===== src/common/core_pkg.sv =====
/*
 * Front end shared definitions
 * Word and instruction format types, opcodes, stage-to-stage structs,
 * fetch FSM states and instruction memory sizing
 */

package core_pkg;

    typedef logic [31:0] word_t;

    // Fetch starts here out of reset
    localparam word_t RESET_PC = 32'h0000_0000;

    // Instruction memory geometry, word index is pc[9:2]
    localparam int IMEM_DEPTH = 256;
    localparam int IMEM_AW    = 8;
    // Cycles between req seen and ack raised
    localparam int IMEM_WAIT  = 2;
    localparam int IMEM_CNT_W = $clog2(IMEM_WAIT + 1);

    // Opcodes recognized by decode
    localparam logic [6:0] OP_JAL   = 7'b1101111;
    localparam logic [6:0] OP_LUI   = 7'b0110111;
    localparam logic [6:0] OP_OPIMM = 7'b0010011;
    localparam logic [6:0] OP_OP    = 7'b0110011;
    // custom-0 space, used as program exit
    localparam logic [6:0] OP_EXIT  = 7'b0001011;

    // Format views, MSB first
    typedef struct packed {
        logic [6:0] funct7;
        logic [4:0] rs2;
        logic [4:0] rs1;
        logic [2:0] funct3;
        logic [4:0] rd;
        logic [6:0] opcode;
    } r_fmt_s;

    typedef struct packed {
        logic [11:0] imm;
        logic [4:0]  rs1;
        logic [2:0]  funct3;
        logic [4:0]  rd;
        logic [6:0]  opcode;
    } i_fmt_s;

    typedef struct packed {
        logic [19:0] imm;
        logic [4:0]  rd;
        logic [6:0]  opcode;
    } u_fmt_s;

    // J immediate bits are scattered across the upper word
    typedef struct packed {
        logic        imm_20;
        logic [9:0]  imm_10_1;
        logic        imm_11;
        logic [7:0]  imm_19_12;
        logic [4:0]  rd;
        logic [6:0]  opcode;
    } j_fmt_s;

    // Same 32 bits, field placement depends on opcode
    typedef union packed {
        r_fmt_s r_fmt;
        i_fmt_s i_fmt;
        u_fmt_s u_fmt;
        j_fmt_s j_fmt;
    } instr_u;

    typedef enum logic [2:0] {
        KIND_OP,
        KIND_OPIMM,
        KIND_LUI,
        KIND_JAL,
        KIND_EXIT,
        KIND_ILLEGAL
    } instr_kind_e;

    // Fetch FSM states
    typedef enum logic [2:0] {
        S1_IDLE,
        S1_REQUEST,
        S1_RELEASE,
        S1_WAIT_BUSY,
        S1_HALT
    } s1_state_e;

    typedef struct packed {
        logic   valid;
        word_t  pc;
        instr_u instr;
    } s1_to_s2_s;

    typedef struct packed {
        logic  redirect;
        word_t redirect_pc;
        logic  halt_req;
    } s2_to_s1_s;

endpackage : core_pkg


===== src/source/core_s2_decode.sv =====
/*
 * Decode stage (s2)
 * Classifies the fetched word, extracts rd and the immediate,
 * redirects fetch on JAL, requests halt on EXIT, holds under stall
 */

`timescale 1ns/1ps

module core_s2_decode (
    input  logic                    clk,
    input  logic                    rst_n,
    input  logic                    out_stall,

    input  core_pkg::s1_to_s2_s     s1_to_s2,
    output core_pkg::s2_to_s1_s     s2_to_s1,
    output logic                    s2_busy,

    output logic                    out_valid,
    output core_pkg::word_t         out_pc,
    output core_pkg::word_t         out_instr,
    output core_pkg::instr_kind_e   out_kind,
    output logic [4:0]              out_rd,
    output core_pkg::word_t         out_imm
);
    import core_pkg::*;

    instr_u      in_instr;
    instr_kind_e kind;
    logic [4:0]  rd;
    word_t       imm;
    logic        accept;

    logic        redirect_ff;
    word_t       redirect_pc_ff;
    logic        exit_seen_ff;

    assign in_instr = s1_to_s2.instr;

    // Pick the format view from the opcode
    always_comb begin
        kind = KIND_ILLEGAL;
        rd   = '0;
        imm  = '0;
        case (in_instr.r_fmt.opcode)
            OP_OP: begin
                kind = KIND_OP;
                rd   = in_instr.r_fmt.rd;
            end
            OP_OPIMM, OP_EXIT: begin
                kind = (in_instr.i_fmt.opcode == OP_EXIT) ? KIND_EXIT : KIND_OPIMM;
                rd   = in_instr.i_fmt.rd;
                imm  = {{20{in_instr.i_fmt.imm[11]}}, in_instr.i_fmt.imm};
            end
            OP_LUI: begin
                kind = KIND_LUI;
                rd   = in_instr.u_fmt.rd;
                imm  = {in_instr.u_fmt.imm, 12'h000};
            end
            OP_JAL: begin
                kind = KIND_JAL;
                rd   = in_instr.j_fmt.rd;
                imm  = {{11{in_instr.j_fmt.imm_20}}, in_instr.j_fmt.imm_20,
                        in_instr.j_fmt.imm_19_12, in_instr.j_fmt.imm_11,
                        in_instr.j_fmt.imm_10_1, 1'b0};
            end
            default: begin
                kind = KIND_ILLEGAL;
            end
        endcase
    end

    assign s2_busy = out_valid & out_stall;
    // Nothing taken past EXIT or in the cycle fetch is being redirected
    assign accept  = s1_to_s2.valid && !s2_busy && !redirect_ff && !exit_seen_ff;

    always_ff @(posedge clk, negedge rst_n) begin
        if (!rst_n) begin
            out_valid    <= 1'b0;
            redirect_ff  <= 1'b0;
            exit_seen_ff <= 1'b0;
        end else begin
            redirect_ff <= accept && (kind == KIND_JAL);
            if (accept && (kind == KIND_EXIT)) begin
                exit_seen_ff <= 1'b1;
            end
            if (!s2_busy) begin
                out_valid <= accept;
            end
        end
    end

    always_ff @(posedge clk) begin
        if (accept) begin
            out_pc         <= s1_to_s2.pc;
            out_instr      <= s1_to_s2.instr;
            out_kind       <= kind;
            out_rd         <= rd;
            out_imm        <= imm;
            redirect_pc_ff <= s1_to_s2.pc + imm;
        end
    end

    assign s2_to_s1.redirect    = redirect_ff;
    assign s2_to_s1.redirect_pc = redirect_pc_ff;
    assign s2_to_s1.halt_req    = exit_seen_ff;

    a_hold_on_stall: assert property (
        @(posedge clk) disable iff (!rst_n)
        out_valid && out_stall |=> out_valid && $stable(out_pc) &&
            $stable(out_instr) && $stable(out_kind) && $stable(out_rd) &&
            $stable(out_imm)
    );

endmodule : core_s2_decode


===== config.mk =====
export PLATFORM = sky130hd
export DESIGN_NAME = core_s2_decode
export DESIGN_NICKNAME = d
export VERILOG_FILES = /design/src/common/core_pkg.sv /design/src/source/core_s2_decode.sv
export SDC_FILE = /design/constraint.sdc
export NUM_CORES = 1
export LEC_CHECK = 0
export ABC_AREA = 1
export CAP_MARGIN = 20
export CORE_MARGIN = 3
export CORE_UTILIZATION = 64
export DETAILED_ROUTE_END_ITERATION = 16
export DONT_BUFFER_PORTS = 1
export PLACE_DENSITY = 0.8
export SLEW_MARGIN = 10
export SYNTH_ARGS = -nofsm -noshare
export SYNTH_HDL_FRONTEND = slang
export SYNTH_SLANG_ARGS = --single-unit

===== constraint.sdc =====
create_clock -name clk -period 18.3 [get_ports clk]
set_input_delay 3.66 -clock clk [delete_from_list [all_inputs] [get_ports clk]]
set_output_delay 3.66 -clock clk [all_outputs]
set_load 0.02 [all_outputs]

Yosys cells after proc, flatten, opt, wreduce, memory -nomap -nowiden
Index checks and enable logic that the tools add are counted.
- word-level logic and storage cells: 31
- register bits after elaboration: 139
- equality and inequality tests: 7
- $add $sub $neg: 1
- multiplexer cells: 3
- bitwise operators: 1
- reduce and logical (&&, ||, !) cells: 10
- operator list (kind ; count):
    32-bit case mux with 3 select lines ; 1
    32-bit adder ; 1
    7-bit by 6-bit == test with 1-bit output, second input constant ; 2
    3-bit case mux with 4 select lines ; 1
    7-bit by 4-bit == test with 1-bit output, second input constant ; 1
    7-bit by 5-bit == test with 1-bit output, second input constant ; 1
    7-bit == test, second input constant ; 1
    1-bit logical AND ; 5
    5-bit OR reduction ; 1
    3-bit by 2-bit == test with 1-bit output, second input constant ; 1
    3-bit == test, second input constant ; 1
    1-bit zero test ; 3
    3-bit 2-to-1 mux ; 1
    2-bit OR reduction ; 1
    1-bit AND ; 1

Depth between registers and ports, before layout
Gate-level depths: netlist (run 1).
- depth in word-level cells: 6
- gate-level depth with buffers: 19

Least setup slack after synthesis (run 1)
Ideal clock, no wire load.
- path type: input port to flip-flop
- start: input out_stall
- end: register exit_seen_ff
- cell stages on the path: 5
- slack: 0.335 ns
- arrival: 17.837 ns
- required time: 18.172 ns
- path through: nand2_1 inv_1 nor4_1 inv_1 o21bai_1
- cells in the longest elaborated chain, start to end: 6
- ends and longest elaborated chain (element ; RTL line ; RTL):
    start, declared ; core_s2_decode.sv:12 ; input logic out_stall,
    1-bit AND ; core_s2_decode.sv:72 ; assign s2_busy = out_valid & out_stall;
    named net s2_busy ; core_s2_decode.sv:16 ; output logic s2_busy,
    1-bit zero test ; -- ;
    1-bit logical AND (3 in a row) ; core_s2_decode.sv:74 ; assign accept = s1_to_s2.valid && !s2_busy && !redirect_ff && !exit_seen_ff;
    named net accept ; core_s2_decode.sv:31 ; logic accept;
    1-bit logical AND ; core_s2_decode.sv:83 ; if (accept && (kind == KIND_EXIT)) begin
    end signal, assigned ; core_s2_decode.sv:80 ; exit_seen_ff <= 1'b0;
    end signal, assigned ; core_s2_decode.sv:84 ; exit_seen_ff <= 1'b1;
    end, declared ; core_s2_decode.sv:35 ; logic exit_seen_ff;
The timed path passes the listed nets, and every way through them passes these cells.
A chain may end at the register's enable or synchronous reset.

Final worst setup path (run 1)
- start: input out_stall
- end: output s2_busy
- cells in the longest elaborated chain, start to end: 1
- ends and longest elaborated chain (element ; RTL line):
    1-bit AND ; core_s2_decode.sv:72
    end, declared ; core_s2_decode.sv:16
Every way passes these cells.

==> impl_metrics.toml, run 1 <==
[clocking]
clk-insertion-delay-late_ns = 0.54
numCtsBuffers = 17
clk_path_buf_depth = 2
root_buffer = "clkbuf_8"
postCtsHoldBufs = 0
cts_resized = 0
cts_sinks = 139
cts_max_level = 4
post-cts-setup-buffers = 0
clk_pin_slew_worst_paths_ns = 0.06
cts_tree = "done"

[grt]
busiest_layer = "met2"
grt_pass1_wl_um = 28300
gr-total-overflow = 0
grt_util_all_layers_pct = 30.1
antenna_found_initial = 0
grt_pass1_vias = 5209
grt_util_met2_pct = 50.4
grt_max_degree = 89
met3_usage_pct = 8.79
grt_use_met1_pct = 35.9

[routing]
vias_per_cell = 5.74
drt.antenna.violating_nets = 0
vias = 5246
dr.pass1.iters = 5
drc = 0
avgRoutedWirePerCell_um = 20.4
wirelength_um = 18700
drt_iter0_drc = 478

[sta]
timing.final.max_slew_violations = 0
fin_crit_sh_pct = 41.3
relSlewSlack_pct = 57.4
clock_skew_ns = 0.00670
rsz0062_at_grt = "no"
setup_viol = 0
hold_violations = 0
finalCriticalPeriod_ns = 7.56
worst_pin_slew_ns = 0.639
tns_ns = 0
max_freq_mhz = 132

[logic_synthesis]
syn_nets = 850
synth_area_leader_cell = "edfxtp_1"
yosysWarnings = 0
postSynthCellCount = 750
netlist.area_leader.share_pct = 57.8
syn_area_um2 = 7070
ys_seq_elements = 139
syn-mean-instance-area_um2 = 9.42
yosysSeqAreaShare_pct = 58.9
synthTopCellsByArea = "edfxtp_1 (58%), nand2_1 (14%), inv_1 (7.4%), ha_1 (5.5%), nor2_1 (3.5%)"
yosys.cell_types.count = 27

[worst_setup_path]
r2r-end = "out_pc[15]"
cp.required_ns = 14.64
r2r_start = "out_valid"
r2r_slack_ns = 15.69
cpMaxStageDelayCell = "inv_1"
crit_family = "buffers and inverters"
worstSetupStartpoint = "out_stall"
crit_type = "input port to output pin"
rr_worst_depth = 6
cp_num_buf_inv = 1
setup.worst_path.end_class = "output pin"
worst-path-max-fanout = 2
crit_end = "s2_busy"
cp.depth = 2
critPathMaxStageDelay_ns = 0.20
cp-start-kind = "input port"
worstPathArrival_ns = 3.90
path_cells = "nand2_1 -> inv_1"

[floorplan]
pin_count = 208
chipWidth_um = 111
start_util_pct = 67.2
core_um2 = 10500
rows = 37
die_area_um2 = 12300
fp.dieH_um = 111

[min_path]
hp-class = "flop to flop"

[place]
gp_congestion = 0.945
hpwl_um = 13500
portBuffers = 0
placed_cell_area_um2 = 7210

[finish]
finalNetCount = 865
drive_gt1_share_pct = 7.97
fin_area_um2 = 7840
num_antenna_cells = 0
fillers = 696
area_growth_pct = 10.9

[pwr]
ir_drop_mv = 0.0587
power_density_nw_per_um2 = 102
p_leak_nw = 3.78

[run]
maxCapViolations = 0

[status]
run_status = "complete, no violations"
[how the worst min path moves through the flow]
stage | from | endpoint | slack [ns] | depth (start not counted)
after floorplan | exit_seen_ff | exit_seen_ff | 0.47 | 1
after global placement | out_valid | out_valid | 0.63 | 2
after detailed placement | out_valid | out_valid | 0.63 | 2
after CTS | out_valid | out_valid | 0.65 | 2
after global routing | out_valid | out_valid | 0.69 | 2
final | out_valid | out_valid | 0.65 | 2
[metal layers]
metal / up-vias / share of wire, %
met5: - / 0
met4: 0 / 3.6
met3: 56 / 9.4
met2: 326 / 49
met1: 2439 / 38
li1: 2425 / -
[sequential cells by signal, summed over array words and instances (netlist names)]
signal,count
out_imm,32
out_kind,3
exit_seen_ff,1
redirect_ff,1
out_pc,32
redirect_pc_ff,32
out_rd,5
out_instr,32
out_valid,1
[cells in the final DEF (no fill, tap or decap), drive strengths merged, types with 3 or more instances in the layout]
master / synthesis / layout
nand2: 273 / 273
inv: 140 / 142
edfxtp: 136 / 136
nor2: 72 / 72
ha: 31 / 31
nand3: 27 / 27
a21oi: 20 / 20
clkbuf: 2 / 19
xor2: 16 / 16
o211ai: 11 / 11
clkinv: 0 / 5
o21ai: 3 / 3
o21bai: 3 / 3
nand4: 3 / 3
clkinvlp: 0 / 3
bufinv: 0 / 3
dfrtp: 3 / 3
buf: 5 / 3
[cells by family (layout without fill, tap and decap cells)]
family          Yosys count  after routing  share of synthesized area, %
compound gates           37             37                          3.17
fa+ha+maj                32             32                          5.77
flops                   139            139                          58.9
simple gates            379            379                          22.2
xor+xnor                 16             16                          1.98
buf+inv                 147            175                          8.06
[metrics by stage]
step           worst slack [ns]  instances  util (%)  hold WS [ns]  total power [mW]
2_1_floorplan             0.335        750         -         0.468             0.457
3_3_place_gp              10.75        881      68.6         0.627             0.459
3_5_place_dp              10.74        881      68.6         0.631             0.461
4_1_cts                   10.74        913      74.3         0.648             0.802
5_1_grt                   10.72        914      74.6         0.686             0.826
6_report                  10.74        914      74.6         0.648             0.803
[worst register-to-register path: cells and delay by family, from the launching register on]
kind / cells / cell delay [ns]
buf+inv: 4 / 1.45
flops: 1 / 0.45
simple gates: 2 / 0.32
[cells in the mapped netlist]
cell type / instances
nand3_1: 23
xor2_1: 16
clkbuf_1: 2
and3_1: 2
edfxtp_1: 136
nor2_1: 66
o21bai_1: 3
nor2_2: 2
nand4_1: 3
a21oi_1: 19
buf_2: 2
inv_1: 139
buf_4: 2
nor2_4: 4
dfrtp_1: 3
inv_2: 1
nand3_2: 4
a21oi_2: 1
nor4_1: 1
nor3_1: 1
o21ai_0: 3
buf_6: 1
fa_1: 1
o211ai_1: 11
nand2_2: 15
ha_1: 31
nand2_1: 258
[cell type report]
class                      count  area, um^2  area share, %
clock buffer                  19         432           5.51
clock inverter                13         166           2.12
inverter                     140         526           6.70
multi-input combinational    464        2340           29.9
sequential                   139        4160           53.1
tap                          136         170           2.17
timing repair buffer           3        42.5          0.543
[power breakdown]
group          internal [mW]  switching [mW]
sequential             0.377          0.0349
combinational         0.0119          0.0325
clock                  0.212           0.135
total                  0.601           0.202
No activity file was read; power rests on OpenSTA's default activity.
==> run 2, diff against run 1 <==
- clock period: 18.3 -> 7.3 ns (I/O delays scaled with it)
==> impl_metrics.toml, run 2 (same netlist as run 1, synthesis figures left out) <==
[clocking]
postCtsHoldBufs = 0
cts_tree = "done"
post-cts-setup-buffers = 0
clk_path_buf_depth = 2
cts_resized = 0
clk_pin_slew_worst_paths_ns = 0.06
numCtsBuffers = 17
root_buffer = "clkbuf_8"
cts_max_level = 4
cts_sinks = 139
clk-insertion-delay-late_ns = 0.53

[place]
gp_congestion = 0.922
dp.cells = 881
portBuffers = 0
placed_cell_area_um2 = 7220
hpwl_um = 13900
preCtsSetupSlack_ns = 2.87

[floorplan]
fp.dieH_um = 111
rows = 37
core_um2 = 10500
chipWidth_um = 111
start_util_pct = 67.2
die_area_um2 = 12300
pin_count = 208

[sta]
finalCriticalPeriod_ns = 3.93
timing.final.max_slew_violations = 0
relSlewSlack_pct = 36.0
fin_crit_sh_pct = 53.8
hold_violations = 0
max_freq_mhz = 254
setup_viol = 0
hold_slack_ns = 0.626
tns_ns = 0
worst_pin_slew_ns = 0.960
worst_slack_ns = 3.37
clock_skew_ns = 0.00521
rsz0062_at_grt = "no"

[pwr]
ir_drop_mv = 0.176
p_leak_nw = 3.77
total_power_mw = 2.01
power_density_nw_per_um2 = 257

[routing]
vias_per_cell = 5.69
drc = 0
dr.pass1.iters = 5
drt_iter0_drc = 455
avgRoutedWirePerCell_um = 20.5
wirelength_um = 18700
drt.antenna.violating_nets = 0
vias = 5194

[grt]
grt_max_degree = 79
antenna_found_initial = 0
grt_use_met1_pct = 37.3
grt_util_all_layers_pct = 30.8
busiest_layer = "met2"
met3_usage_pct = 9.99
gr-total-overflow = 0
grt_util_met2_pct = 51.2
grt_pass1_wl_um = 29000
grt_pass1_vias = 5217

[worst_setup_path]
setup.worst_path.end_class = "flop"
cpMaxStageDelayCell = "ha_1"
worst-path-max-fanout = 23
critPathMostFrequentCell = "nand2_1"
worstPathArrival_ns = 4.22
critPathMaxStageDelay_ns = 0.48
r2r_slack_ns = 4.40
r2r_start = "out_valid"
r2r-end = "redirect_pc_ff[14]"
crit_type = "input port to flop"
rr_worst_depth = 5
cp.required_ns = 7.59
cp-start-kind = "input port"
path_cells = "nand2_2 -> nor2_1 -> nand2_1 -> nand2_2 -> nand2_2 -> o21ai_0 -> ha_1 -> nand2_1 -> inv_1 -> a21oi_1 -> o21bai_1 -> a21oi_1 -> inv_1 -> nand2_1 -> nand2_1"

[finish]
fin_area_um2 = 7820
instances_no_fill = 913
final_util_pct = 74.4
num_antenna_cells = 0
area_growth_pct = 10.6
finalNetCount = 864
layout_common_cells = "nand2_1 (258), inv_1 (139), edfxtp_1 (136)"
drive_gt1_share_pct = 7.85
layout_commonest_cell = "nand2_1"

[status]
run_status = "complete, no violations"

[min_path]
hp-class = "input port to async pin"

[run]
maxCapViolations = 0
[run 2: changes by cell type in the layout (fill, tap and decap cells not counted)]
cell        previous run  this run
clkinvlp_4             3         2
clkinv_2               2         3
nor4_4                 0         1
inv_6                  2         4
nor4_2                 1         0
buf_16                 1         0
clkinv_4               3         1
[run 2: per-layer routing]
metal / share of wire, % / vias to the layer above
met5: 0 / -
met4: 3.0 / 0
met3: 10 / 51
met2: 49 / 346
met1: 37 / 2379
li1: - / 2418
[run 2: final cells by class]
| cell class | count | area [um^2] |
|---|---|---|
| Sequential cell | 139 | 4160 |
| Timing Repair Buffer | 2 | 15.0 |
| Clock buffer | 19 | 432 |
| Multi-Input combinational cell | 464 | 2350 |
| Clock inverter | 13 | 164 |
| Tap cell | 136 | 170 |
| Inverter | 140 | 526 |
| Fill cell | 706 | 2690 |
[run 2: worst max-delay path by stage]
| stage | startpoint | to | cells after the start |
|---|---|---|---|
| finish | s1_to_s2[1] | redirect_pc_ff[16] | 15 |
| global route | s1_to_s2[3] | redirect_pc_ff[16] | 16 |
| global placement | s1_to_s2[1] | redirect_pc_ff[16] | 15 |
| floorplan | out_stall | exit_seen_ff | 5 |
| CTS | s1_to_s2[1] | redirect_pc_ff[16] | 15 |
| detailed placement | s1_to_s2[1] | redirect_pc_ff[16] | 15 |
[run 2: power by group]
group	leakage (nW)	switching, mW	internal [mW]
registers	1.35	0.0885	0.946
clock network	0.289	0.333	0.532
logic	2.13	0.0823	0.0276
total	3.77	0.504	1.51
[run 2: critical path, delay by kind of cell]
| family | cells | cell delay [ns] |
|---|---|---|
| simple gates | 8 | 1.08 |
| fa+ha+maj | 1 | 0.48 |
| buf+inv | 2 | 0.13 |
| compound gates | 4 | 1.07 |
