==> src/common/core_pkg.sv <==
/*
 * Front end shared definitions
 * Word and instruction format types, opcodes, stage-to-stage structs,
 * fetch FSM states and instruction memory sizing
 */

package core_pkg;

    typedef logic [31:0] word_t;

    // Fetch starts here out of reset
    localparam word_t RESET_PC = 32'h0000_0000;

    // Instruction memory geometry, word index is pc[9:2]
    localparam int IMEM_DEPTH = 256;
    localparam int IMEM_AW    = 8;
    // Cycles between req seen and ack raised
    localparam int IMEM_WAIT  = 2;
    localparam int IMEM_CNT_W = $clog2(IMEM_WAIT + 1);

    // Opcodes recognized by decode
    localparam logic [6:0] OP_JAL   = 7'b1101111;
    localparam logic [6:0] OP_LUI   = 7'b0110111;
    localparam logic [6:0] OP_OPIMM = 7'b0010011;
    localparam logic [6:0] OP_OP    = 7'b0110011;
    // custom-0 space, used as program exit
    localparam logic [6:0] OP_EXIT  = 7'b0001011;

    // Format views, MSB first
    typedef struct packed {
        logic [6:0] funct7;
        logic [4:0] rs2;
        logic [4:0] rs1;
        logic [2:0] funct3;
        logic [4:0] rd;
        logic [6:0] opcode;
    } r_fmt_s;

    typedef struct packed {
        logic [11:0] imm;
        logic [4:0]  rs1;
        logic [2:0]  funct3;
        logic [4:0]  rd;
        logic [6:0]  opcode;
    } i_fmt_s;

    typedef struct packed {
        logic [19:0] imm;
        logic [4:0]  rd;
        logic [6:0]  opcode;
    } u_fmt_s;

    // J immediate bits are scattered across the upper word
    typedef struct packed {
        logic        imm_20;
        logic [9:0]  imm_10_1;
        logic        imm_11;
        logic [7:0]  imm_19_12;
        logic [4:0]  rd;
        logic [6:0]  opcode;
    } j_fmt_s;

    // Same 32 bits, field placement depends on opcode
    typedef union packed {
        r_fmt_s r_fmt;
        i_fmt_s i_fmt;
        u_fmt_s u_fmt;
        j_fmt_s j_fmt;
    } instr_u;

    typedef enum logic [2:0] {
        KIND_OP,
        KIND_OPIMM,
        KIND_LUI,
        KIND_JAL,
        KIND_EXIT,
        KIND_ILLEGAL
    } instr_kind_e;

    // Fetch FSM states
    typedef enum logic [2:0] {
        S1_IDLE,
        S1_REQUEST,
        S1_RELEASE,
        S1_WAIT_BUSY,
        S1_HALT
    } s1_state_e;

    typedef struct packed {
        logic   valid;
        word_t  pc;
        instr_u instr;
    } s1_to_s2_s;

    typedef struct packed {
        logic  redirect;
        word_t redirect_pc;
        logic  halt_req;
    } s2_to_s1_s;

endpackage : core_pkg

==> src/common/imem_if.sv <==
/*
 * Instruction fetch link
 * Four-phase req/ack handshake between fetch and instruction memory
 */

`timescale 1ns/1ps

interface imem_if;
    import core_pkg::*;

    // Request side, addr held stable while req is high
    logic  req;
    word_t addr;

    // Response side, instr valid while ack is high
    logic  ack;
    word_t instr;

    modport fetch (
        output req,
        output addr,
        input  ack,
        input  instr
    );

    modport mem (
        input  req,
        input  addr,
        output ack,
        output instr
    );

endinterface : imem_if

==> src/fetch/core_s1.sv <==
/*
 * Fetch stage (s1)
 * Holds the PC, runs the four-phase request to instruction memory
 * and registers the returned word with its PC toward decode
 */

`timescale 1ns/1ps

module core_s1 (
    input  logic                  clk,
    input  logic                  rst_n,

    // Decode holds a stalled instruction
    input  logic                  s2_busy,

    // External trap redirect
    input  logic                  trap_occurred,
    input  core_pkg::word_t       trap_target_addr,

    // Decode side
    output core_pkg::s1_to_s2_s   s1_to_s2,
    input  core_pkg::s2_to_s1_s   s2_to_s1,

    output logic                  halted,

    imem_if.fetch                 bus
);
    import core_pkg::*;

    logic   flush;
    logic   start_req;
    logic   drop_req;
    logic   capture;
    logic   stall;

    word_t  pc_ff;
    word_t  next_pc;
    word_t  addr_ff;
    logic   req_ff;

    logic   s1_valid_ff;
    word_t  s1_pc_ff;
    instr_u s1_instr_ff;

    // Trap or JAL both kill the current path
    assign flush = trap_occurred | s2_to_s1.redirect;

    // Trap wins over a JAL redirect
    always_comb begin
        if (trap_occurred) begin
            next_pc = trap_target_addr;
        end else if (s2_to_s1.redirect) begin
            next_pc = s2_to_s1.redirect_pc;
        end else if (start_req) begin
            next_pc = pc_ff + 32'd4;
        end else begin
            next_pc = pc_ff;
        end
    end

    // pc_ff is the next address to request, frozen once halted
    always_ff @(posedge clk, negedge rst_n) begin
        if (!rst_n) begin
            pc_ff <= RESET_PC;
        end else if (!halted) begin
            pc_ff <= next_pc;
        end
    end

    always_ff @(posedge clk, negedge rst_n) begin
        if (!rst_n) begin
            req_ff <= 1'b0;
        end else if (start_req) begin
            req_ff <= 1'b1;
        end else if (drop_req) begin
            req_ff <= 1'b0;
        end
    end

    // Latch the request address so a redirect cannot move it mid-handshake
    always_ff @(posedge clk) begin
        if (start_req) begin
            addr_ff <= pc_ff;
        end
    end

    assign bus.req  = req_ff;
    assign bus.addr = addr_ff;

    // Output register toward decode
    // Consumed whenever decode is not busy, dropped on flush
    always_ff @(posedge clk, negedge rst_n) begin
        if (!rst_n) begin
            s1_valid_ff <= 1'b0;
        end else if (flush) begin
            s1_valid_ff <= 1'b0;
        end else if (capture) begin
            s1_valid_ff <= 1'b1;
        end else if (!stall) begin
            s1_valid_ff <= 1'b0;
        end
    end

    always_ff @(posedge clk) begin
        if (capture) begin
            s1_pc_ff    <= addr_ff;
            s1_instr_ff <= bus.instr;
        end
    end

    assign s1_to_s2.valid = s1_valid_ff;
    assign s1_to_s2.pc    = s1_pc_ff;
    assign s1_to_s2.instr = s1_instr_ff;

    core_s1_control u_control (
        .clk       (clk),
        .rst_n     (rst_n),
        .ack       (bus.ack),
        .s2_busy   (s2_busy),
        .flush     (flush),
        .halt_req  (s2_to_s1.halt_req),
        .start_req (start_req),
        .drop_req  (drop_req),
        .capture   (capture),
        .stall     (stall),
        .halted    (halted)
    );

    // New request only after memory has released the previous ack
    a_req_after_ack_low: assert property (
        @(posedge clk) disable iff (!rst_n)
        $rose(bus.req) |-> !bus.ack
    );

endmodule : core_s1

==> src/fetch/core_s1_control.sv <==
/*
 * Fetch stage FSM
 * Sequences the four req/ack phases, holds off new requests while
 * decode is busy, discards wrong-path words and freezes on halt
 */

`timescale 1ns/1ps

module core_s1_control (
    input  logic clk,
    input  logic rst_n,
    input  logic ack,
    input  logic s2_busy,
    input  logic flush,
    input  logic halt_req,
    output logic start_req,
    output logic drop_req,
    output logic capture,
    output logic stall,
    output logic halted
);
    import core_pkg::*;

    s1_state_e state_ff;
    s1_state_e state_nx;
    // Word in flight belongs to a flushed path
    logic      discard_ff;

    always_comb begin
        state_nx  = state_ff;
        start_req = 1'b0;
        drop_req  = 1'b0;
        capture   = 1'b0;
        case (state_ff)
            S1_IDLE, S1_WAIT_BUSY: begin
                if (halt_req) begin
                    state_nx = S1_HALT;
                end else if (!s2_busy && !flush) begin
                    start_req = 1'b1;
                    state_nx  = S1_REQUEST;
                end
            end
            S1_REQUEST: begin
                // Take the word in the ack cycle, then release req
                if (ack) begin
                    drop_req = 1'b1;
                    capture  = !discard_ff && !flush && !halt_req;
                    state_nx = S1_RELEASE;
                end
            end
            S1_RELEASE: begin
                // Wait for memory to drop ack
                if (!ack) begin
                    if (halt_req) begin
                        state_nx = S1_HALT;
                    end else if (s2_busy || flush) begin
                        state_nx = S1_WAIT_BUSY;
                    end else begin
                        start_req = 1'b1;
                        state_nx  = S1_REQUEST;
                    end
                end
            end
            default: begin
                state_nx = S1_HALT;
            end
        endcase
    end

    always_ff @(posedge clk, negedge rst_n) begin
        if (!rst_n) begin
            state_ff   <= S1_IDLE;
            discard_ff <= 1'b0;
        end else begin
            state_ff <= state_nx;
            if (state_ff == S1_REQUEST) begin
                if (ack) begin
                    discard_ff <= 1'b0;
                end else if (flush || halt_req) begin
                    discard_ff <= 1'b1;
                end
            end
        end
    end

    assign halted = (state_ff == S1_HALT);
    // Output register holds while decode is busy or after halt
    assign stall  = s2_busy | halted;

endmodule : core_s1_control

==> src/flat_wrapper.sv <==
// flat-port wrapper written by rule: the top's interface ports become plain ports
module core_s1_flat import core_pkg::*;
  (clk, rst_n, s2_busy, trap_occurred, trap_target_addr, s1_to_s2, s2_to_s1, halted, bus_req, bus_addr, bus_ack, bus_instr);
  imem_if bus_i ();
  input  logic clk;
  input  logic rst_n;
  input  logic s2_busy;
  input  logic trap_occurred;
  input  core_pkg::word_t trap_target_addr;
  output core_pkg::s1_to_s2_s s1_to_s2;
  input  core_pkg::s2_to_s1_s s2_to_s1;
  output logic halted;
  output wire logic [$bits(bus_i.req)-1:0] bus_req;
  output wire logic [$bits(bus_i.addr)-1:0] bus_addr;
  input wire logic [$bits(bus_i.ack)-1:0] bus_ack;
  input wire logic [$bits(bus_i.instr)-1:0] bus_instr;
  assign bus_req = bus_i.req;
  assign bus_addr = bus_i.addr;
  assign bus_i.ack = bus_ack;
  assign bus_i.instr = bus_instr;
  core_s1 u_core (.clk(clk), .rst_n(rst_n), .s2_busy(s2_busy), .trap_occurred(trap_occurred), .trap_target_addr(trap_target_addr), .s1_to_s2(s1_to_s2), .s2_to_s1(s2_to_s1), .halted(halted), .bus(bus_i));
endmodule
==> config.mk <==
export PLATFORM = sky130hd
export DESIGN_NAME = core_s1_flat
export DESIGN_NICKNAME = d
export VERILOG_FILES = /design/src/common/core_pkg.sv /design/src/common/imem_if.sv /design/src/fetch/core_s1.sv /design/src/fetch/core_s1_control.sv /design/src/flat_wrapper.sv
export SDC_FILE = /design/constraint.sdc
export NUM_CORES = 1
export LEC_CHECK = 0
export BUFFER_PORTS_ARGS = -buffer_cell sky130_fd_sc_hd__buf_2
export CAP_MARGIN = 25
export CORE_AREA = 2 2 106 108
export DETAILED_ROUTE_END_ITERATION = 10
export DIE_AREA = 0 0 108 110
export GPL_TIMING_DRIVEN = 0
export PLACE_DENSITY = 0.83
export SETUP_SLACK_MARGIN = 0.15
export SLEW_MARGIN = 20
export SYNTH_ARGS = -nofsm -noshare
export SYNTH_HDL_FRONTEND = slang
export SYNTH_SLANG_ARGS = --single-unit
export TNS_END_PERCENT = 5
==> constraint.sdc <==
create_clock -name clk -period 11 [get_ports clk]
set_input_delay 1.65 -clock clk [delete_from_list [all_inputs] [get_ports clk]]
set_output_delay 1.65 -clock clk [all_outputs]
set_load 0.005 [all_outputs]
Word level (Yosys, flattened, before mapping)
Index checks and enable logic that the tools add are counted.

cells by class
  bitwise operators = 3
  reduce and logical (&&, ||, !) cells = 17
  equality and inequality tests = 8
  multiplexer cells = 27
  add/sub/neg operators = 1

operator list
  cell                   count
  $mux 32                3
  $add 32x3->32 const B  1
  $mux 1                 16
  $mux 3                 5
  $pmux 3 s3             1
  $eq 3x2->1 const B     2
  $logic_not 1->1        4
  $ne 2x2->1 const B     2
  $reduce_and 2->1       2
  $reduce_bool 2->1      2
  $eq 3x1->1 const B     1
  $eq 3x3->1 const B     1
  $logic_and 1x1->1      3
  $logic_not 3->1        1
  $ne 3x2->1 const B     1
  $ne 3x3->1 const B     1
  $reduce_and 3->1       1
  $reduce_bool 3->1      1
  $logic_or 1x1->1       2
  $mux 2                 1
  $or 1x1->1             2
  $pmux 1 s2             1
  $reduce_or 2->1        1
  $not 1->1              1

storage, ports and cells
  logic and storage cells = 64
  output and inout port bits = 99
  input port bits = 103
  register bits after elaboration = 134

Depth between registers and ports, before layout
Gate-level depths: netlist (run 1).

  word-level depth = 9
  depth in mapped cells = 8
  gate-level depth less buffers = 7

By module
Synthesis (run 1) repeated with hierarchy kept, for this count alone.

second synthesis, totals
  cells, all modules = 450
  area, all modules = 5824.3 µm²

modules (own cells, without submodules)
  module           instances  area an instance (µm²)  sequential area each (µm²)  cells each
  core_s1          1          5547.8                  3733.6                      423
  core_s1_control  1          276.5                   100.1                       27

Least setup slack after synthesis (run 1)
Ideal clock, no wire load.

  path kind = input-to-reg
  start point = input port trap_occurred
  end point = register u_core.s1_instr_ff[0] (netlist name) (enable)
  slack = 1.890 ns
  arrival time = 8.463 ns
  stages on the path = 4
  required time = 10.354 ns
  library setup time = 0.646 ns
  buffers on the path = 2
  path through = buf_2 > or2_2 > clkbuf_1 > nor4_1

between the ends
  longest elaborated chain between the ends = 6

ends and longest elaborated chain
  item                             RTL line               source
  start: declaration               flat_wrapper.sv:8      input logic trap_occurred;
  $or 1x1->1                       core_s1.sv:46          assign flush = trap_occurred | s2_to_s1.redirect;
  $logic_not 1->1                  core_s1_control.sv:47  capture = !discard_ff && !flush && !halt_req;
  $logic_and 1x1->1 (2 in series)  core_s1_control.sv:47
  $mux 1                           core_s1_control.sv:45  if (ack) begin
  $mux 1                           core_s1_control.sv:34  case (state_ff)
  named net u_core.capture         core_s1.sv:33          logic capture;
  end signal: assignment           core_s1.sv:107         s1_instr_ff <= bus.instr;
  end: declaration                 core_s1.sv:43          instr_u s1_instr_ff;

The timed path passes the listed nets, and every way through them passes these cells.
A chain may end at the register's enable or synchronous reset.

Worst setup path in the final report (run 1)
  start point = register u_core.u_control.state_ff[1]
  end point = output port halted

between the ends
  longest elaborated chain between the ends = 1

ends and longest elaborated chain
  item                      RTL line               source
  start: declaration        core_s1_control.sv:24  s1_state_e state_ff;
  start signal: assignment  core_s1_control.sv:75  state_ff <= state_nx;
  $eq 3x3->1                core_s1_control.sv:86  assign halted = (state_ff == S1_HALT);
  end: declaration          flat_wrapper.sv:12     output logic halted;

Every way passes these cells.

==> results by group, run 1 <==
Floorplanning
  • Die area: approximately 0.012 sq mm
  • Placeable core region: 0.0107 sq mm
  • Initial Util: 0.522
  • Die X: ~110 um
  • Top-level I/O count: 202
  • Die Height: 110 um
  • Cell row count: 38

Detailed routing
  • Residual DRC: 0
  • Final WL: 15,200 um
  • Routed wire per std cell: 18.9 um
  • Via count: 4,612
  • Initial DRC Count: 441
  • Final ANT Viol Nets: 0
  • First-pass DRT Iterations: 6
  • Vias per cell: between 5 and 6

GRT
  • Antenna violations before repair: 0
  • Largest net degree at the start of global routing: 39
  • GRT overflow: 0
  • Vias in the first global route: between 4,000 and 5,000
  • GRT Total Usage: 0.257
  • First-pass GRT wire length: 22,600 um

Synthesis
  • Mapped Nets: 521
  • Netlist cell types: 62
  • Top area cells in the synthesized netlist: edfxtp_1 52%, dfrtp_1 17%, o21ai_0 3.0%
  • Mapped Cells: 417
  • #FFs+latches synth: approximately 130
  • Ys Warns: 0
  • Post-synth EDFFs: 96
  • Top post-synthesis cells by count: 96 x edfxtp_1, 38 x dfrtp_1, 33 x o21ai_0
  • Synth area leader: edfxtp_1
  • Seq/Total Area, Yosys: 0.687
  • Asr flop ratio synth: 0.284
  • Mapped Area: 0.00558 sq mm
  • Synth Area per Inst: 13.4 sq um
  • Post-synth top area share: 0.516
  • Count leader, synth: edfxtp_1
  • Main flop type after synthesis: edfxtp_1

Power and ir drop
  • Cell leakage power: about 3 nW
  • Worst vdd ir: 0.0000792 V
  • Total power: 1.26 mW
  • Power Density: 170 mW/mm^2

Critical path
  • Crit path max fanout: 10
  • Crit path kind: flip-flop to output port
  • CP required: 9.35 ns
  • Critical Path End Type: output port
  • Crit start category: flip-flop
  • Data arrival, critical path: 2.24 ns

STA
  • RSZ-0062 raised after global routing: no
  • Hold Violations, Final: 0
  • Fmax: about 260 MHz
  • Fin crit share: 0.353
  • Slew Limit Headroom: 0.376
  • Minimum clock period: 3.89 ns
  • Max-slew violations: 0
  • Final setup vio count: 0
  • Fin Clk Skew: 0.00724 ns
  • Worst-Margin Slew: 0.932 ns
  • Setup slack after layout: 7.11 ns

Run status
  • Status: finished clean

Clocking
  • Skew-Pair Late Insertion Delay: 0.52 ns
  • Post-CTS setup buffers: 0
  • Clock Sinks: 134
  • TritonCTS clock tree: yes
  • Total CTS buffers: 17
  • Hold_buf cts: 0
  • Clock Tree Root: clkbuf_8
  • CTS max path bufs: 2
  • H-tree levels: 4
  • Clk slew on worst S/H paths: 0.06 ns
  • CTS resizes: 0

Place
  • DP Worst Slack: 6.66 ns
  • Port buffer count: 200
  • DP Wirelength: 11,300 um
  • Placed cell area: 0.00685 sq mm
  • Gpl congestion: roughly 0.9
  • Dpl cells: just under 800

Layout
  • Post-route design area: 0.00742 sq mm
  • Layout Area Growth over Synthesis: 33.0%
  • Ant diodes: 0
  • Share of layout cells above drive strength 1: 0.401
  • Layout net count: about 750
  • Layout Cells excl Fill: 801

Min path
  • Hold Crit Class: flip-flop to flip-flop

Job
  • Number of max-cap violations: 0
==> kinds of logic (layout without fill, tap and decap cells) <==
family,after synthesis,in the layout,share of synthesized area
xor+xnor,2,2,0.00314
simple gates,113,113,0.113
fa+ha+maj,1,1,0.00224
buf+inv,26,270,0.0206
flops,134,134,0.687
compound gates,135,135,0.164
mux,6,6,0.0108
==> area by class of cell <==
class                           instances  area, sq um
Tap cell                              140          175
Clock buffer                           18          418
Multi-Input combinational cell        257         1650
Clock inverter                         12          155
Inverter                                6         22.5
Fill cell                             785         3280
Timing Repair Buffer                  214         1080
Sequential cell                       134         3830
Buffer                                 20         92.6
==> per-layer routing <==
metal / share of wire / GRT usage / wire (um)
met5: 0 / 0 / 0
met4: 0.015 / 0.0980 / 229
met3: 0.086 / 0.0523 / 1310
met2: 0.51 / 0.442 / 7740
met1: 0.39 / 0.324 / 5880
==> sequential cells by signal (all words and copies together), names as in the netlist <==
name	count
u_core.bus.req	1
u_core.s1_valid_ff	1
u_core.s1_instr_ff	32
u_core.pc_ff	32
u_core.bus.addr	32
u_core.s1_pc_ff	32
u_core.u_control.state_ff	3
u_core.u_control.discard_ff	1
==> critical path, cell delays in order (launching register included) <==
cell	delay (ns)
dfrtp_1	0.43
nor2_1	0.19
nand2_1	0.21
clkinv_1	0.26
clkbuf_1	0.43
buf_2	0.21
==> stage by stage <==
step | setup TNS, ns | hold WS (ns) | util
after floorplan | 0 | 0.439 | -
after global placement | -36.13 | 0.425 | 0.632
after detailed placement | 0 | 0.431 | 0.640
after CTS | 0 | 0.445 | 0.694
after global routing | 0 | 0.455 | 0.694
final | 0 | 0.441 | 0.694
==> layout by cell type, fill, tap and decap left out, drive strengths merged, types with 6 or more instances in the layout <==
cell	count
buf	222
edfxtp	96
dfrtp	38
o21ai	35
nor2	32
a21oi	31
clkbuf	30
nand2	19
nand3	13
nor2b	11
a22oi	9
and3	8
a31oi	7
o31a	7
inv	7
o31ai	6
nor3	6
mux2i	6
nor4	6
==> where the power goes <==
part | switching [mW] | total (mW) | internal, mW
clock | 0.206 | 0.549 | 0.343
combinational | 0.0504 | 0.0954 | 0.0450
sequential | 0.0431 | 0.617 | 0.574
==> path summary, 6_finish.rpt <==
kind / start / end / slack, ns / cells after the start
min reg2reg: u_core.bus.addr[6] / u_core.s1_pc_ff[6] / 0.44 / 0
max: u_core.u_control.state_ff[1] / halted / 7.11 / 5
max reg2reg: u_core.u_control.state_ff[1] / u_core.s1_pc_ff[18] / 8.37 / 9
min: u_core.bus.addr[6] / u_core.s1_pc_ff[6] / 0.44 / 0
max in group asynchronous: rst_n / u_core.pc_ff[7] / 9.17 / 1
min in group asynchronous: rst_n / u_core.pc_ff[31] / 1.26 / 1
(Power assumes the default switching activity.)
==> run 2, diff against run 1 <==
- CORE_AREA: 2 2 106 108 -> 2 2 109 111
- DIE_AREA: 0 0 108 110 -> 0 0 111 113
- PLACE_DENSITY: 0.83 -> 0.79
- clock period: 11 -> 4 ns (I/O delays scaled with it)
==> run 2 against run 1 <==
Against the previous run:
- via count is 3.8% lower
- non-clock buffer count is 4 lower
- critical path depth stayed put
- first-iteration DRC count is 9.1% lower
- sequential power grew to 2.8 times the previous value
- wire length is 3.3% lower
- die area is 5.6% higher
- global-route usage is 1.5 points lower
- combinational power grew to 2.7 times the previous value
- largest cell class unchanged
- largest power group unchanged
==> results by group, run 2 (synthesis gave the netlist of run 1 again) <==
Critical path
  • Slowest library cell on the worst path: dfrtp_1
  • Crit path max-delay family: buffers and inverters
  • R2R setup slack: approximately 1.6 ns
  • CP peak stage delay: approximately 0.43 ns
  • Critical Path End Type: output port
  • Crit path kind: flip-flop to output port
  • Crit start category: flip-flop
  • CP cell instances: nor2_1, nand2_1, clkinv_1, clkbuf_1, buf_2
  • Bufs and invs on worst path: 3
  • Crit path max fanout: 10
  • CP required: approximately 3.4 ns
  • Data arrival, critical path: roughly 2.1 ns

STA
  • Setup TNS: 0 ns
  • Worst hold slack: 0.314 ns
  • Slew Limit Headroom: 0.388
  • Worst-Margin Slew: 0.915 ns
  • Max-slew violations: 0
  • Fin Clk Skew: 0.00728 ns
  • RSZ-0062 raised after global routing: no
  • Fmax: 375 MHz
  • Minimum clock period: around 2.7 ns
  • Fin crit share: 0.667
  • Hold Violations, Final: 0
  • Final setup vio count: 0

Floorplanning
  • Cell row count: 39
  • Placeable core region: 0.0113 sq mm
  • Die area: 0.0125 sq mm
  • Die Height: 113 um
  • Top-level I/O count: 202
  • Initial Util: 0.495
  • Die X: 111 um

Place
  • Port buffer count: 200
  • Dpl cells: 770
  • Gpl congestion: 0.876
  • DP Wirelength: 11,000 um

Power and ir drop
  • Cell leakage power: about 3.0 nW
  • Worst vdd ir: 0.000262 V
  • Total power: 3.40 mW
  • Power Density: ~460 mW/mm^2

GRT
  • GRT overflow: 0
  • GRT Total Usage: 0.242
  • Vias in the first global route: 4,411
  • Antenna violations before repair: 0
  • First-pass GRT wire length: 23,500 um
  • Largest net degree at the start of global routing: 39

Run status
  • Status: finished clean

Layout
  • Layout Area Growth over Synthesis: 32.8%
  • Finished Core Util: 0.658
  • Fillers: 848
  • Layout net count: 750
  • Most common cell after layout, fill and taps aside: buf_2
  • Share of layout cells above drive strength 1: 0.401
  • Ant diodes: 0
  • Layout Cells excl Fill: 802
  • Most frequent cells in the layout: 209 x buf_2, 96 x edfxtp_1, 38 x dfrtp_1

Clocking
  • Clk slew on worst S/H paths: 0.06 ns
  • Clock Tree Root: clkbuf_16
  • Hold_buf cts: 0
  • CTS resizes: 0
  • Clock Sinks: 134
  • Total CTS buffers: 17
  • CTS max path bufs: 2
  • TritonCTS clock tree: yes
  • Post-CTS setup buffers: 0
  • Skew-Pair Late Insertion Delay: 0.41 ns
  • H-tree levels: 4

Detailed routing
  • Residual DRC: 0
  • First-pass DRT Iterations: 5
  • Vias per cell: between 5 and 6
  • Initial DRC Count: about 400
  • Via count: between 4,000 and 5,000
  • Final WL: 14,700 um
  • Routed wire per std cell: 18.3 um
  • Final ANT Viol Nets: 0

Min path
  • Hold Crit Class: input port to asynchronous set/reset pin

Job
  • Number of max-cap violations: 0
## run 2: cell types whose count changed in the layout (fill, tap and decap cells not counted), sizes merged
cell	delta
clkinv	+2
clkinvlp	+1
inv	+1
buf	-4
bufinv	-2
## run 2: report_power, final
part	total (mW)	switching, mW	internal (mW)	leakage (nW)
combinational	0.258	0.134	0.124	1.45
clock	1.45	0.588	0.858	0.264
sequential	1.70	0.116	1.58	1.32
## run 2: layout make-up
cell class,count,area [sq um],share of cell area
tap,143,179,0.0241
sequential,134,3830,0.517
clock buffer,18,429,0.0579
timing repair buffer,210,1070,0.145
inverter,6,22.5,0.00304
clock inverter,14,126,0.0170
buffer,20,92.6,0.0125
multi-input combinational,257,1650,0.223
## run 2: per-layer routing
metal,part of all wire,GRT usage,wire length (um)
met5,0,0,0
met3,0.076,0.0578,1120
met2,0.48,0.401,7070
met1,0.42,0.313,6170
met4,0.021,0.0925,303
## run 2: worst register-to-register path, stage by stage, from the launching register on
cell	delay (ns)
dfrtp_1	0.43
and2b_1	0.31
nor2_1	0.17
nor4b_2	0.41
buf_2	0.26
buf_2	0.24
buf_2	0.25
## run 2: per-stage QoR
stage                     worst slack, ns  instance area [sq um]
after CTS                            1.33                   7410
after global placement              -3.14                   6780
after global routing                 1.18                   7410
after detailed placement             1.04                   6860
after floorplan                     -1.28                   5600
final                                1.33                   7410
## run 2: worst paths after layout
path | startpoint | cells past startpoint | endpoint
worst min register to register | u_core.bus.addr[5] | 0 | u_core.s1_pc_ff[5]
worst max-delay path | u_core.u_control.state_ff[1] | 5 | halted
worst min-delay path | rst_n | 1 | u_core.pc_ff[31]
min in group clk | bus_instr[12] | 1 | u_core.s1_instr_ff[12]
worst max register to register | u_core.u_control.state_ff[1] | 6 | u_core.bus.addr[20]
max in group asynchronous | rst_n | 1 | u_core.pc_ff[7]
